==> src/hdl/core_defs.svh <==
`ifndef CORE_DEFS_SVH
`define CORE_DEFS_SVH

`define XLEN 32
`define REG_COUNT 32

// first fetch address
`define RESET_PC 32'h0000_0000

`endif

==> src/hdl/isaPkg.sv <==
`default_nettype none

package isaPkg;

	// major opcodes of the supported subset
	typedef enum logic [6:0] {
		OPC_LUI    = 7'b0110111,
		OPC_AUIPC  = 7'b0010111,
		OPC_JAL    = 7'b1101111,
		OPC_JALR   = 7'b1100111,
		OPC_BRANCH = 7'b1100011,
		OPC_LOAD   = 7'b0000011,
		OPC_STORE  = 7'b0100011,
		OPC_OPIMM  = 7'b0010011,
		OPC_OP     = 7'b0110011,
		OPC_SYSTEM = 7'b1110011
	} opcode_t;

	localparam logic [2:0] F3_BEQ = 3'b000, F3_JALR = 3'b000;
	localparam logic [2:0] F3_LB = 3'b000, F3_LH = 3'b001, F3_LW = 3'b010; // also sb sh sw
	localparam logic [2:0] F3_LBU = 3'b100, F3_LHU = 3'b101;
	localparam logic [2:0] F3_ADD = 3'b000, F3_SLL = 3'b001, F3_SLT = 3'b010;
	localparam logic [2:0] F3_SLTU = 3'b011, F3_XOR = 3'b100, F3_SR = 3'b101;
	localparam logic [2:0] F3_OR = 3'b110, F3_AND = 3'b111;

	localparam logic [6:0] F7_BASE = 7'b0000000;
	localparam logic [6:0] F7_ALT = 7'b0100000; // sub, sra

	localparam logic [31:0] INST_EBREAK = 32'h0010_0073;

endpackage

`default_nettype wire

==> src/hdl/ctrlPkg.sv <==
`default_nettype none

package ctrlPkg;

	typedef enum logic [3:0] {
		ALU_ADD, ALU_SUB, ALU_SLL, ALU_SLT, ALU_SLTU,
		ALU_XOR, ALU_SRL, ALU_SRA, ALU_OR, ALU_AND
	} aluOp_t;

	// register write source
	typedef enum logic [1:0] {WB_ALU = 2'd0, WB_MEM = 2'd1, WB_PC4 = 2'd2, WB_PCIMM = 2'd3} wbSel_t;

	typedef enum logic [1:0] {PC_PLUS4 = 2'd0, PC_BRANCH = 2'd1, PC_JALR = 2'd2} pcSel_t;

	// encodings match funct3[1:0] of loads and stores
	typedef enum logic [1:0] {BYTE = 2'd0, HALF = 2'd1, WORD = 2'd2} memSize_t;

	typedef enum logic [1:0] {JMP_NONE = 2'd0, JMP_JAL = 2'd1, JMP_JALR = 2'd2} jump_t;

endpackage

`default_nettype wire

==> src/hdl/fetchUnit.sv <==
`timescale 1ns/10ps
`default_nettype none
`include "core_defs.svh"

module fetchUnit import ctrlPkg::*; (
	input wire clk,
	input wire arstN,
	input wire [`XLEN-1:0] imm,
	input wire [`XLEN-1:0] aluResult,
	input wire zero,
	input wire branch,
	input wire jump_t jump,
	output logic [`XLEN-1:0] pc,
	output logic [`XLEN-1:0] pcPlus4,
	output logic [`XLEN-1:0] pcImm
);
	pcSel_t pcSel;
	logic [`XLEN-1:0] pcNext;

	assign pcPlus4 = pc + `XLEN'd4;
	assign pcImm = pc + imm; // branch and jal target, also auipc

	always_comb begin
		if (jump == JMP_JALR)
			pcSel = PC_JALR;
		else if (jump == JMP_JAL || (branch && zero))
			pcSel = PC_BRANCH; // beq taken
		else
			pcSel = PC_PLUS4;
	end

	always_comb begin
		case (pcSel)
			PC_BRANCH: pcNext = pcImm;
			PC_JALR: pcNext = {aluResult[`XLEN-1:1], 1'b0};
			default: pcNext = pcPlus4;
		endcase
	end

	always_ff @(posedge clk or negedge arstN) begin
		if (!arstN)
			pc <= `RESET_PC;
		else
			pc <= pcNext;
	end

	// b and j immediates are even, jalr clears bit 0
	pcAligned: assert property (@(posedge clk) disable iff (!arstN) !pc[0]);

endmodule

`default_nettype wire

==> src/hdl/decoder.sv <==
`timescale 1ns/10ps
`default_nettype none
`include "core_defs.svh"

module decoder import isaPkg::*, ctrlPkg::*; (
	input wire [31:0] inst,
	output logic [`XLEN-1:0] imm,
	output aluOp_t aluOp,
	output logic aluSrc,
	output logic regWrite,
	output logic memWrite,
	output wbSel_t wbSel,
	output memSize_t memSize,
	output logic loadSigned,
	output logic branch,
	output jump_t jump,
	output logic useZeroRs1,
	output logic invalid
);
	opcode_t opcode;
	logic [2:0] funct3;
	logic [6:0] funct7;
	logic [`XLEN-1:0] immI, immS, immB, immU, immJ;
	logic valid;

	function automatic aluOp_t aluFromFunct3(input logic [2:0] f3, input logic alt);
		case (f3)
			F3_ADD: return alt ? ALU_SUB : ALU_ADD;
			F3_SLL: return ALU_SLL;
			F3_SLT: return ALU_SLT;
			F3_SLTU: return ALU_SLTU;
			F3_XOR: return ALU_XOR;
			F3_SR: return alt ? ALU_SRA : ALU_SRL;
			F3_OR: return ALU_OR;
			default: return ALU_AND;
		endcase
	endfunction

	assign opcode = opcode_t'(inst[6:0]);
	assign funct3 = inst[14:12];
	assign funct7 = inst[31:25];

	assign immI = {{(`XLEN-12){inst[31]}}, inst[31:20]};
	assign immS = {{(`XLEN-12){inst[31]}}, inst[31:25], inst[11:7]};
	assign immB = {{(`XLEN-12){inst[31]}}, inst[7], inst[30:25], inst[11:8], 1'b0};
	assign immU = {inst[31:12], 12'b0};
	assign immJ = {{(`XLEN-20){inst[31]}}, inst[19:12], inst[20], inst[30:21], 1'b0};

	always_comb begin
		imm = immI;
		aluOp = ALU_ADD;
		aluSrc = 1'b0;
		regWrite = 1'b0;
		memWrite = 1'b0;
		wbSel = WB_ALU;
		memSize = WORD;
		loadSigned = 1'b0;
		branch = 1'b0;
		jump = JMP_NONE;
		useZeroRs1 = 1'b0;
		valid = 1'b0;
		case (opcode)
			OPC_LUI: begin
				valid = 1'b1;
				imm = immU;
				aluSrc = 1'b1;
				useZeroRs1 = 1'b1; // 0 + imm through the alu
				regWrite = 1'b1;
			end
			OPC_AUIPC: begin
				valid = 1'b1;
				imm = immU;
				wbSel = WB_PCIMM;
				regWrite = 1'b1;
			end
			OPC_JAL: begin
				valid = 1'b1;
				imm = immJ;
				jump = JMP_JAL;
				wbSel = WB_PC4;
				regWrite = 1'b1;
			end
			OPC_JALR: begin
				valid = (funct3 == F3_JALR);
				aluSrc = 1'b1;
				jump = JMP_JALR;
				wbSel = WB_PC4;
				regWrite = 1'b1;
			end
			OPC_BRANCH: begin
				valid = (funct3 == F3_BEQ); // beq only
				imm = immB;
				aluOp = ALU_SUB;
				branch = 1'b1;
			end
			OPC_LOAD: begin
				valid = funct3 inside {F3_LB, F3_LH, F3_LW, F3_LBU, F3_LHU};
				aluSrc = 1'b1;
				wbSel = WB_MEM;
				regWrite = 1'b1;
				memSize = memSize_t'(funct3[1:0]);
				loadSigned = !funct3[2];
			end
			OPC_STORE: begin
				valid = funct3 inside {F3_LB, F3_LH, F3_LW};
				imm = immS;
				aluSrc = 1'b1;
				memWrite = 1'b1;
				memSize = memSize_t'(funct3[1:0]);
			end
			OPC_OPIMM: begin
				valid = (funct3 != F3_SLL) && (funct3 != F3_SR); // no immediate shifts
				aluSrc = 1'b1;
				aluOp = aluFromFunct3(funct3, 1'b0);
				regWrite = 1'b1;
			end
			OPC_OP: begin
				valid = (funct7 == F7_BASE)
					|| (funct7 == F7_ALT && (funct3 == F3_ADD || funct3 == F3_SR));
				aluOp = aluFromFunct3(funct3, funct7[5]);
				regWrite = 1'b1;
			end
			OPC_SYSTEM: valid = (inst == INST_EBREAK);
			default: valid = 1'b0;
		endcase
		// an unsupported word must behave as a plain pc + 4
		if (!valid) begin
			regWrite = 1'b0;
			memWrite = 1'b0;
			branch = 1'b0;
			jump = JMP_NONE;
			memSize = WORD;
		end
	end

	assign invalid = !valid;

	always_comb begin
		invalidQuiet: assert (!invalid || (!regWrite && !memWrite));
	end

endmodule

`default_nettype wire

==> src/hdl/regFile.sv <==
`timescale 1ns/10ps
`default_nettype none
`include "core_defs.svh"

module regFile (
	input wire clk,
	input wire arstN,
	input wire [$clog2(`REG_COUNT)-1:0] rs1Addr,
	input wire [$clog2(`REG_COUNT)-1:0] rs2Addr,
	input wire [$clog2(`REG_COUNT)-1:0] rdAddr,
	input wire [`XLEN-1:0] writeData,
	input wire regWrite,
	output logic [`XLEN-1:0] rs1Data,
	output logic [`XLEN-1:0] rs2Data
);
	logic [`XLEN-1:0] regs [`REG_COUNT];

	always_ff @(posedge clk or negedge arstN) begin
		if (!arstN) begin
			for (int i = 0; i < `REG_COUNT; i++)
				regs[i] <= '0;
		end else if (regWrite && rdAddr != '0) begin // x0 stays zero
			regs[rdAddr] <= writeData;
		end
	end

	assign rs1Data = regs[rs1Addr];
	assign rs2Data = regs[rs2Addr];

	// entry 0 is only ever cleared, never written
	x0Zero: assert property (@(posedge clk) disable iff (!arstN)
		(rs1Addr != '0 || rs1Data == '0) && (rs2Addr != '0 || rs2Data == '0));

endmodule

`default_nettype wire

==> src/hdl/alu.sv <==
`timescale 1ns/10ps
`default_nettype none
`include "core_defs.svh"

module alu import ctrlPkg::*; (
	input wire [`XLEN-1:0] rs1Data,
	input wire [`XLEN-1:0] rs2Data,
	input wire [`XLEN-1:0] imm,
	input wire aluSrc,
	input wire aluOp_t aluOp,
	output logic [`XLEN-1:0] result,
	output logic zero
);
	logic [`XLEN-1:0] opB;
	logic [$clog2(`XLEN)-1:0] shamt;
	logic lessSigned, lessUnsigned;

	assign opB = aluSrc ? imm : rs2Data;
	assign shamt = opB[$clog2(`XLEN)-1:0]; // low 5 bits only
	assign lessSigned = $signed(rs1Data) < $signed(opB);
	assign lessUnsigned = rs1Data < opB;

	always_comb begin
		case (aluOp)
			ALU_ADD: result = rs1Data + opB;
			ALU_SUB: result = rs1Data - opB;
			ALU_SLL: result = rs1Data << shamt;
			ALU_SLT: result = {{(`XLEN-1){1'b0}}, lessSigned};
			ALU_SLTU: result = {{(`XLEN-1){1'b0}}, lessUnsigned};
			ALU_XOR: result = rs1Data ^ opB;
			ALU_SRL: result = rs1Data >> shamt;
			ALU_SRA: result = $unsigned($signed(rs1Data) >>> shamt);
			ALU_OR: result = rs1Data | opB;
			default: result = rs1Data & opB;
		endcase
	end

	assign zero = (result == '0); // beq compares via sub

endmodule

`default_nettype wire

==> src/hdl/writeBack.sv <==
`timescale 1ns/10ps
`default_nettype none
`include "core_defs.svh"

module writeBack import ctrlPkg::*; (
	input wire [`XLEN-1:0] aluResult,
	input wire [`XLEN-1:0] readData,
	input wire memSize_t memSize,
	input wire loadSigned,
	input wire [`XLEN-1:0] pcPlus4,
	input wire [`XLEN-1:0] pcImm,
	input wire wbSel_t wbSel,
	output logic [`XLEN-1:0] writeData
);
	logic [`XLEN-1:0] loadValue;

	// loaded bytes arrive in the low bits
	always_comb begin
		case (memSize)
			BYTE: loadValue = {{(`XLEN-8){loadSigned & readData[7]}}, readData[7:0]};
			HALF: loadValue = {{(`XLEN-16){loadSigned & readData[15]}}, readData[15:0]};
			default: loadValue = readData;
		endcase
	end

	always_comb begin
		case (wbSel)
			WB_MEM: writeData = loadValue;
			WB_PC4: writeData = pcPlus4; // jal, jalr link
			WB_PCIMM: writeData = pcImm; // auipc
			default: writeData = aluResult;
		endcase
	end

	// decoder maps funct3 11 and every invalid word to WORD
	always_comb begin
		sizeLegal: assert (memSize != memSize_t'(2'd3));
	end

endmodule

`default_nettype wire

==> src/hdl/coreTop.sv <==
`timescale 1ns/10ps
`default_nettype none
`include "core_defs.svh"

module coreTop import ctrlPkg::*; (
	input wire clk,
	input wire arstN,
	input wire [31:0] inst,
	input wire [`XLEN-1:0] readData,
	output logic [`XLEN-1:0] pc,
	output logic [`XLEN-1:0] aluResult,
	output logic [`XLEN-1:0] storeData,
	output memSize_t dataLen,
	output logic memWrite,
	output logic invalid
);
	logic [`XLEN-1:0] imm;
	aluOp_t aluOp;
	logic aluSrc;
	logic regWrite;
	wbSel_t wbSel;
	logic loadSigned;
	logic branch;
	jump_t jump;
	logic useZeroRs1;
	logic zero;
	logic [`XLEN-1:0] pcPlus4, pcImm;
	logic [`XLEN-1:0] rs1Data, rs2Data, writeData;
	logic [$clog2(`REG_COUNT)-1:0] rs1Addr;

	assign rs1Addr = useZeroRs1 ? '0 : inst[19:15]; // lui adds to x0
	assign storeData = rs2Data;

	fetchUnit fetch (
		.clk(clk), .arstN(arstN),
		.imm(imm), .aluResult(aluResult), .zero(zero),
		.branch(branch), .jump(jump),
		.pc(pc), .pcPlus4(pcPlus4), .pcImm(pcImm)
	);

	decoder dec (
		.inst(inst), .imm(imm), .aluOp(aluOp), .aluSrc(aluSrc),
		.regWrite(regWrite), .memWrite(memWrite), .wbSel(wbSel),
		.memSize(dataLen), .loadSigned(loadSigned), .branch(branch),
		.jump(jump), .useZeroRs1(useZeroRs1), .invalid(invalid)
	);

	regFile regs (
		.clk(clk), .arstN(arstN),
		.rs1Addr(rs1Addr), .rs2Addr(inst[24:20]), .rdAddr(inst[11:7]),
		.writeData(writeData), .regWrite(regWrite),
		.rs1Data(rs1Data), .rs2Data(rs2Data)
	);

	alu alu0 (
		.rs1Data(rs1Data), .rs2Data(rs2Data), .imm(imm),
		.aluSrc(aluSrc), .aluOp(aluOp),
		.result(aluResult), .zero(zero)
	);

	writeBack wb (
		.aluResult(aluResult), .readData(readData),
		.memSize(dataLen), .loadSigned(loadSigned),
		.pcPlus4(pcPlus4), .pcImm(pcImm), .wbSel(wbSel),
		.writeData(writeData)
	);

endmodule

`default_nettype wire

==> config.mk <==
export PLATFORM = sky130hd
export DESIGN_NAME = coreTop
export DESIGN_NICKNAME = d
export VERILOG_FILES = /design/src/hdl/isaPkg.sv /design/src/hdl/ctrlPkg.sv /design/src/hdl/fetchUnit.sv /design/src/hdl/decoder.sv /design/src/hdl/regFile.sv /design/src/hdl/alu.sv /design/src/hdl/writeBack.sv /design/src/hdl/coreTop.sv
export VERILOG_INCLUDE_DIRS = /design/src /design/src/hdl
export SDC_FILE = /design/constraint.sdc
export NUM_CORES = 2
export LEC_CHECK = 0
export ABC_CLOCK_PERIOD_IN_PS = 10800
export BUFFER_PORTS_ARGS = -buffer_cell sky130_fd_sc_hd__buf_2
export CORE_UTILIZATION = 40
export DETAILED_ROUTE_END_ITERATION = 12
export GPL_TIMING_DRIVEN = 0
export MAX_ROUTING_LAYER = met4
export PLACE_DENSITY = 0.59
export SYNTH_ARGS = -nofsm -noshare
export SYNTH_HDL_FRONTEND = slang
export SYNTH_HIERARCHICAL = 1
export SYNTH_SLANG_ARGS = --single-unit
==> constraint.sdc <==
create_clock -name clk -period 10.8 [get_ports clk]
set_input_delay 0.54 -clock clk [delete_from_list [all_inputs] [get_ports clk]]
set_output_delay 0.54 -clock clk [all_outputs]
set_load 0.02 [all_outputs]
### Word level (Yosys, flattened, before mapping)

Cells that the tools add are included.
W data, S select, Z words.

| operators by class | value |
|---|---|
| add/sub/neg operators | 4 |
| magnitude comparators | 6 |
| equality and inequality tests | 36 |
| shift-type cells | 3 |
| muxes and demuxes | 38 |
| bitwise gates (word level) | 8 |
| reductions and logical operators | 25 |

Operator list:

| cell | count |
|---|---|
| $bwmux W1024 | 1 |
| $bmux W32 S5 | 2 |
| $pmux W32 S9 | 1 |
| $mux W32 | 6 |
| $demux W32 S5 | 1 |
| $pmux W32 S2 | 2 |
| $pmux W31 S4 | 1 |
| $pmux W32 S3 | 1 |
| $add A32 B32 Y32 | 2 |
| $lt A32 B32 Y1 | 2 |
| $pmux W4 S7 | 2 |
| $add A32 B3 Y32 const B | 1 |
| $and A32 B32 Y32 | 1 |
| $eq A32 B21 Y1 const B | 1 |
| $logic_not A32 Y1 | 1 |
| $or A32 B32 Y32 | 1 |
| $shl A32 B5 Y32 | 1 |
| $shr A32 B5 Y32 | 1 |
| $sshr A32 B5 Y32 | 1 |
| $sub A32 B32 Y32 | 1 |
| $xor A32 B32 Y32 | 1 |
| $eq A7 B6 Y1 const B | 4 |
| $eq A7 B7 Y1 const B | 4 |
| $ge A6 B6 Y1 const B | 3 |
| other kinds (36) | 78 |

| word-level totals | value |
|---|---|
| bits in registers | 1056 |
| bits of input ports | 66 |
| output and inout bits | 100 |
| word-level logic and storage cells | 153 |

### Longest topological paths before layout

| depth | value |
|---|---|
| depth in word-level cells | 16 |
| depth in mapped cells | 35 |
| gate-level depth less buffers | 29 |

### Hierarchy

Netlist, hierarchy kept.

By module, submodules not included:

| module | times used | cells an instance | area each (sq um) | sequential area each (sq um) |
|---|---|---|---|---|
| regFile | 1 | 4601 | 55942.4 | 25624.6 |
| alu | 1 | 1432 | 9756.9 | 0.0 |
| fetchUnit | 1 | 482 | 3836.2 | 800.8 |
| writeBack | 1 | 104 | 1019.7 | 0.0 |
| decoder | 1 | 133 | 832.0 | 0.0 |
| coreTop | 1 | 5 | 31.3 | 0.0 |

### Least setup slack after synthesis

Ideal clock, no wire load.

| timing path | value |
|---|---|
| path kind | input-to-reg |
| start | in inst[21] |
| end | reg fetch.pc[31] |
| setup time | 0.069 ns |
| arrival | 8.021 ns |
| data required time | 10.731 ns |
| slack | 2.709 ns |
| stages | 32 |
| path buffers | 9 |
| cell sequence | buf_2 buf_4 buf_2 buf_2 mux2i_1 nand2_1 a31oi_1 nand3_1 mux2i_1 inv_1 clkbuf_1 clkbuf_1 buf_1 clkbuf_1 ha_1 clkbuf_1 and3_1 a221oi_2 nor4_1 o21a_1 o41ai_1 nor3_1 a211oi_1 a31oi_1 or4_1 or4_1 nor4_2 a21oi_1 o21a_1 or3_1 or3_1 nand3_1 |

| on the way | value |
|---|---|
| longest elaborated chain between the ends | 14 |
| elaborated cells on any way between the ends | 32 |
| those cells by class | add/sub: 3; order compare: 2; eq/ne: 5; shift: 3; mux: 12; bitwise: 4; reduce/logical: 3 |

RTL lines:

| what | RTL line | text |
|---|---|---|
| start: declaration | coreTop.sv:8 | `input wire [31:0] inst,` |
| $not A5 Y6 (implied by the code) (*) | regFile.sv:28 | `assign rs2Data = regs[rs2Addr];` |
| $bmux W32 S5 (*) | regFile.sv:28 |  |
| $mux W32 (implied by the code) (*) (2 in a row) | regFile.sv:28 |  |
| net storeData[3] | coreTop.sv:12 | `` output logic [`XLEN-1:0] storeData, `` |
| $mux W32 (*) | alu.sv:18 | `assign opB = aluSrc ? imm : rs2Data;` |
| $sub A32 B32 Y32, or another cell as far along | alu.sv:26 | `ALU_SUB: result = rs1Data - opB;` |
| $pmux W32 S9 (*) | alu.sv:24 | `case (aluOp)` |
| net aluResult[16] | coreTop.sv:11 | `` output logic [`XLEN-1:0] aluResult, `` |
| $logic_not A32 Y1 (*) | alu.sv:38 | `assign zero = (result == '0);` |
| net zero | coreTop.sv:26 | `logic zero;` |
| $logic_and A1 B1 Y1 (*) | fetchUnit.sv:26 | `else if (jump == JMP_JAL \|\| (branch && zero))` |
| $logic_or A1 B1 Y1 (*) | fetchUnit.sv:26 |  |
| $mux W1 (*) | fetchUnit.sv:26 |  |
| $mux W2 (*) | fetchUnit.sv:24 | `if (jump == JMP_JALR)` |
| $eq A2 B2 Y1 / $eq A2 B1 Y1 (equally long branches) | fetchUnit.sv:33 | `case (pcSel)` |
| $pmux W32 S2 (*) | fetchUnit.sv:33 |  |
| net fetch.pcNext[31] | fetchUnit.sv:18 | `` logic [`XLEN-1:0] pcNext; `` |
| end signal: assignment | fetchUnit.sv:42 | `` pc <= `RESET_PC; `` |
| end signal: assignment | fetchUnit.sv:44 | `pc <= pcNext;` |
| end: declaration | fetchUnit.sv:13 | `` output logic [`XLEN-1:0] pc, `` |

Mark *: on every way through the listed nets, which the timed path passes. The rest lies on a longest branch. The select of a mux whose other input is x is not followed.
A chain may end at the register's enable or synchronous reset.

### Worst setup path in the final report

| timing path | value |
|---|---|
| start | in inst[6] |
| end | reg fetch.pc[9] |

| on the way | value |
|---|---|
| longest elaborated chain between the ends | 16 |
| elaborated cells on any way between the ends | 61 |
| those cells by class | add/sub: 3; order compare: 2; eq/ne: 23; shift: 3; mux: 18; bitwise: 4; reduce/logical: 8 |

RTL lines:

| what | RTL line | text |
|---|---|---|
| $eq A7 B6 Y1 (*) | decoder.sv:62 | `case (opcode)` |
| $mux W1 (*) | decoder.sv:62 |  |
| net useZeroRs1 | coreTop.sv:25 | `logic useZeroRs1;` |
| $mux W5 (*) | coreTop.sv:31 | `assign rs1Addr = useZeroRs1 ? '0 : inst[19:15];` |
| net rs1Addr[2] | coreTop.sv:29 | `` logic [$clog2(`REG_COUNT)-1:0] rs1Addr; `` |
| $not A5 Y6 (implied by the code) (*) | regFile.sv:27 | `assign rs1Data = regs[rs1Addr];` |
| $bmux W32 S5 (*) | regFile.sv:27 |  |
| $mux W32 (implied by the code) (*) (2 in a row) | regFile.sv:27 |  |
| net rs1Data[22] | coreTop.sv:28 | `` logic [`XLEN-1:0] rs1Data, rs2Data, writeData; `` |
| (+3 left out) | - |  |
| net zero | coreTop.sv:26 |  |
| $logic_and A1 B1 Y1 (*) | fetchUnit.sv:26 |  |
| $logic_or A1 B1 Y1 (*) | fetchUnit.sv:26 |  |
| $mux W1 (*) | fetchUnit.sv:26 |  |
| $mux W2 (*) | fetchUnit.sv:24 |  |
| $eq A2 B2 Y1 / $eq A2 B1 Y1 (equally long branches) | fetchUnit.sv:33 |  |
| $pmux W32 S2 (*) | fetchUnit.sv:33 |  |
| net fetch.pcNext[9] | fetchUnit.sv:18 |  |

Marks and branches as above.

==> metrics.md <==
| Metric | Value |
|---|---|
| Row cnt | `154` |
| Final Hold Vio Count | `0` |
| Reg2Reg Depth | `30` |
| Overall Global Routing Usage | `0.379` |
| I/O Pins | `166` |
| Leading post-synthesis cells by cell area | `dfrtp_1 37%, mux2i_1 16%, mux2_2 15%, a21oi_1 2.6%, a22oi_1 2.3%` |
| Max cap viols | `3` |
| Die H | `425 um` |
| Critical Path RT | `11470 ps` |
| DRC | `0` |
| Ys flop type | `dfrtp_1` |
| Failing checks | `max-capacitance violations, max-slew violations, negative setup slack` |
| GR met2 Demand/Resource | `0.566` |
| Largest net degree at the start of global routing | `168` |
| Relative slew slack | `-0.0598` |
| DR vias/cell | `6.45` |
| Area Overhead vs Synth | `12.0%` |
| Leakage | `38.6 nW` |
| Worst Path Class, Setup | `input port to flop` |
| RSZ-0062 raised after global routing | `no` |
| Syn avg cell area | `10.6 um^2` |
| Final worst-path cycle share | `1.02` |
| Most frequent CP cell | `buf_2` |
| Synthesized cell area | `71400 um^2` |
| Ys async rst share | `1.00` |
| Seq cells post-synth | `1056` |
| Yosys warns | `6` |
| Initial Utilization | `0.404` |
| CP max FO | `10` |
| Core Area | `177000 um^2` |
| Total Nets Final | `7263` |
| Leading area contributor after synthesis | `dfrtp_1` |
| Hpwl dp | `266000 um` |
| Crit start category | `input port` |
| Post-synth top area share | `0.370` |
| Count leader, synth | `mux2i_1` |
| 1st-pass router iterations | `6` |
| Register area share after synthesis | `0.370` |
| EDFF count, synth | `0` |
| Worst hold path type | `input port to async pin` |
| Die Wd | `425 um` |
| Clock sinks | `1056` |
| Final min period | `11010 ps` |
| Antenna violations before repair | `21` |
| Worst VDD drop | `154 uV` |
| TritonCTS Buffers | `116` |
| Core Util, Final | `0.453` |
| Setup crit end kind | `flop` |
| Slowest stage delay, CP | `990 ps` |
| Max Freq | `90.8 MHz` |
| Final setup margin | `-215 ps` |
| Gpl congestion | `1.03` |
| Net count after synthesis | `6955` |
| Total power | `0.0126 W` |
| Routing usage on met1 | `0.480` |
| Worst-Skew Late Latency | `800 ps` |
| Status | `finished with violations` |
| Vias in the first global route | `58900` |
| M3 GR Usage | `0.0845` |
| Pin slew with the least headroom to its limit | `1580 ps` |
| P per Cell Area | `157 nW/um^2` |
| Dpl cell area | `75600 um^2` |
| Worst Hold Margin | `249 ps` |
| Setup-failing EPs final | `27` |
| Max Slew Vio Count | `4` |
| Full die area | `180000 um^2` |
| First-pass GRT wire length | `469000 um` |
| CTS tree | `done` |
| Grt ovf | `0` |
| Crit-path slowest cell | `nand3_1` |
| Clock tree root buffer cell | `clkbuf_16` |
| Arrival @ worst endpoint | `11680 ps` |
| Post-Syn Instances | `6757` |
| Post-synth top cells | `1118 x mux2i_1, 1056 x dfrtp_1, 955 x mux2_2, 418 x nand2_1, 376 x a21oi_1` |
| Final wirelength | `341000 um` |
| Final ANT Viol Nets | `0` |
| Clock-pin slew on the worst setup and hold paths | `60 ps` |
| Via count | `61400` |
| H-tree depth | `3` |
| DR iter-0 viols | `7188` |
| Setup Skew | `70.8 ps` |
| Layout cell share with drive strength beyond 1 | `0.251` |
| Setup TNS | `-2480 ps` |
| Final design area excluding fillers | `80000 um^2` |
| CTS Buffer Depth | `3` |
| Avg WL per Cell | `35.8 um` |
| Port bufs | `163` |
| Distinct cells, synth | `112` |
| Gr busiest metal | `met2` |
cells in the final DEF, fill, tap and decap left out, types with 88 or more instances in the layout:
master | synthesis | layout
a21oi_1 | 376 | 376
a22o_1 | 133 | 133
a22oi_1 | 218 | 218
a31oi_1 | 105 | 104
buf_2 | 132 | 295
buf_4 | 73 | 88
clkbuf_1 | 329 | 325
clkbuf_16 | 0 | 119
dfrtp_1 | 1056 | 1056
ha_1 | 129 | 129
inv_1 | 109 | 108
mux2_2 | 955 | 955
mux2i_1 | 1118 | 1116
nand2_1 | 418 | 418
nand3_1 | 268 | 253
nor2_1 | 163 | 163
nor3_1 | 121 | 118
cell type report:
class                   count  area, um^2
diodes                     12        30.0
plain buffers             632        3280
clock buffers             172        3490
clock inverters            40         631
fillers                 16900       96700
inverters                 115         438
multi-input cells        4952       41500
flip-flops and latches   1056       26400
well taps                2340        2930
repair buffers            192        1240
kinds of logic after synthesis:
family	Yosys count	synth area share
AO/OA/AOI/OAI	1323	0.126
XOR/XNOR	89	0.0109
adder cells (fa/ha/maj)	132	0.0234
buffers and inverters	749	0.0514
flip-flops	1056	0.370
multiplexers	2174	0.333
AND/OR/NAND/NOR	1234	0.0846
sequential cells by signal, summed over array words and instances (netlist names):
signal / count
fetch/pc: 32
regs/regs: 1024
report_power, final:
part	switching (W)	total [W]	internal (W)
Clock	0.00178	0.00434	0.00256
Combinational	0.00305	0.00412	0.00107
Sequential	0.0000886	0.00409	0.00400
through the flow:
stage                     cells  setup WS, ps
after floorplan            6757          2710
after global placement     9260        -14270
after detailed placement   9284         -3150
after CTS                  9496         0.473
after global routing       9503          5.83
final                      9511          -215
path summary, 6_finish.rpt:
| check | startpoint | endpoint | slack, ps |
|---|---|---|---|
| min | arstN | regs/regs[1014] | 250 |
| max reg2reg | regs/regs[928] | fetch/pc[9] | 790 |
| max | inst[6] | fetch/pc[9] | -210 |
| min reg2reg | regs/regs[999] | regs/regs[999] | 480 |
| min in group clk | readData[18] | regs/regs[18] | 480 |
| max in group asynchronous | arstN | regs/regs[167] | 8140 |
metal layers:
layer,vias up,wire (um)
met5,-,0
met4,0,21100
met3,777,31200
met2,3300,150000
met1,31500,138000
li1,25800,-
critical path, delay by kind of cell:
family,cells,cell delay [ps]
buf+inv,10,3470
fa+ha+maj,1,740
compound gates,10,2760
simple gates,10,4090
timing repair:
item / CTS / global route
gates resized for setup: 38 / 29
buffers inserted: 1 / 3
endpoints found under the setup margin: 417 / 32
endpoints found under the hold margin: 67 / 0
hold buffers: 1 / 0
pin swaps: 0 / 0
No activity file was read; power rests on OpenSTA's default activity.
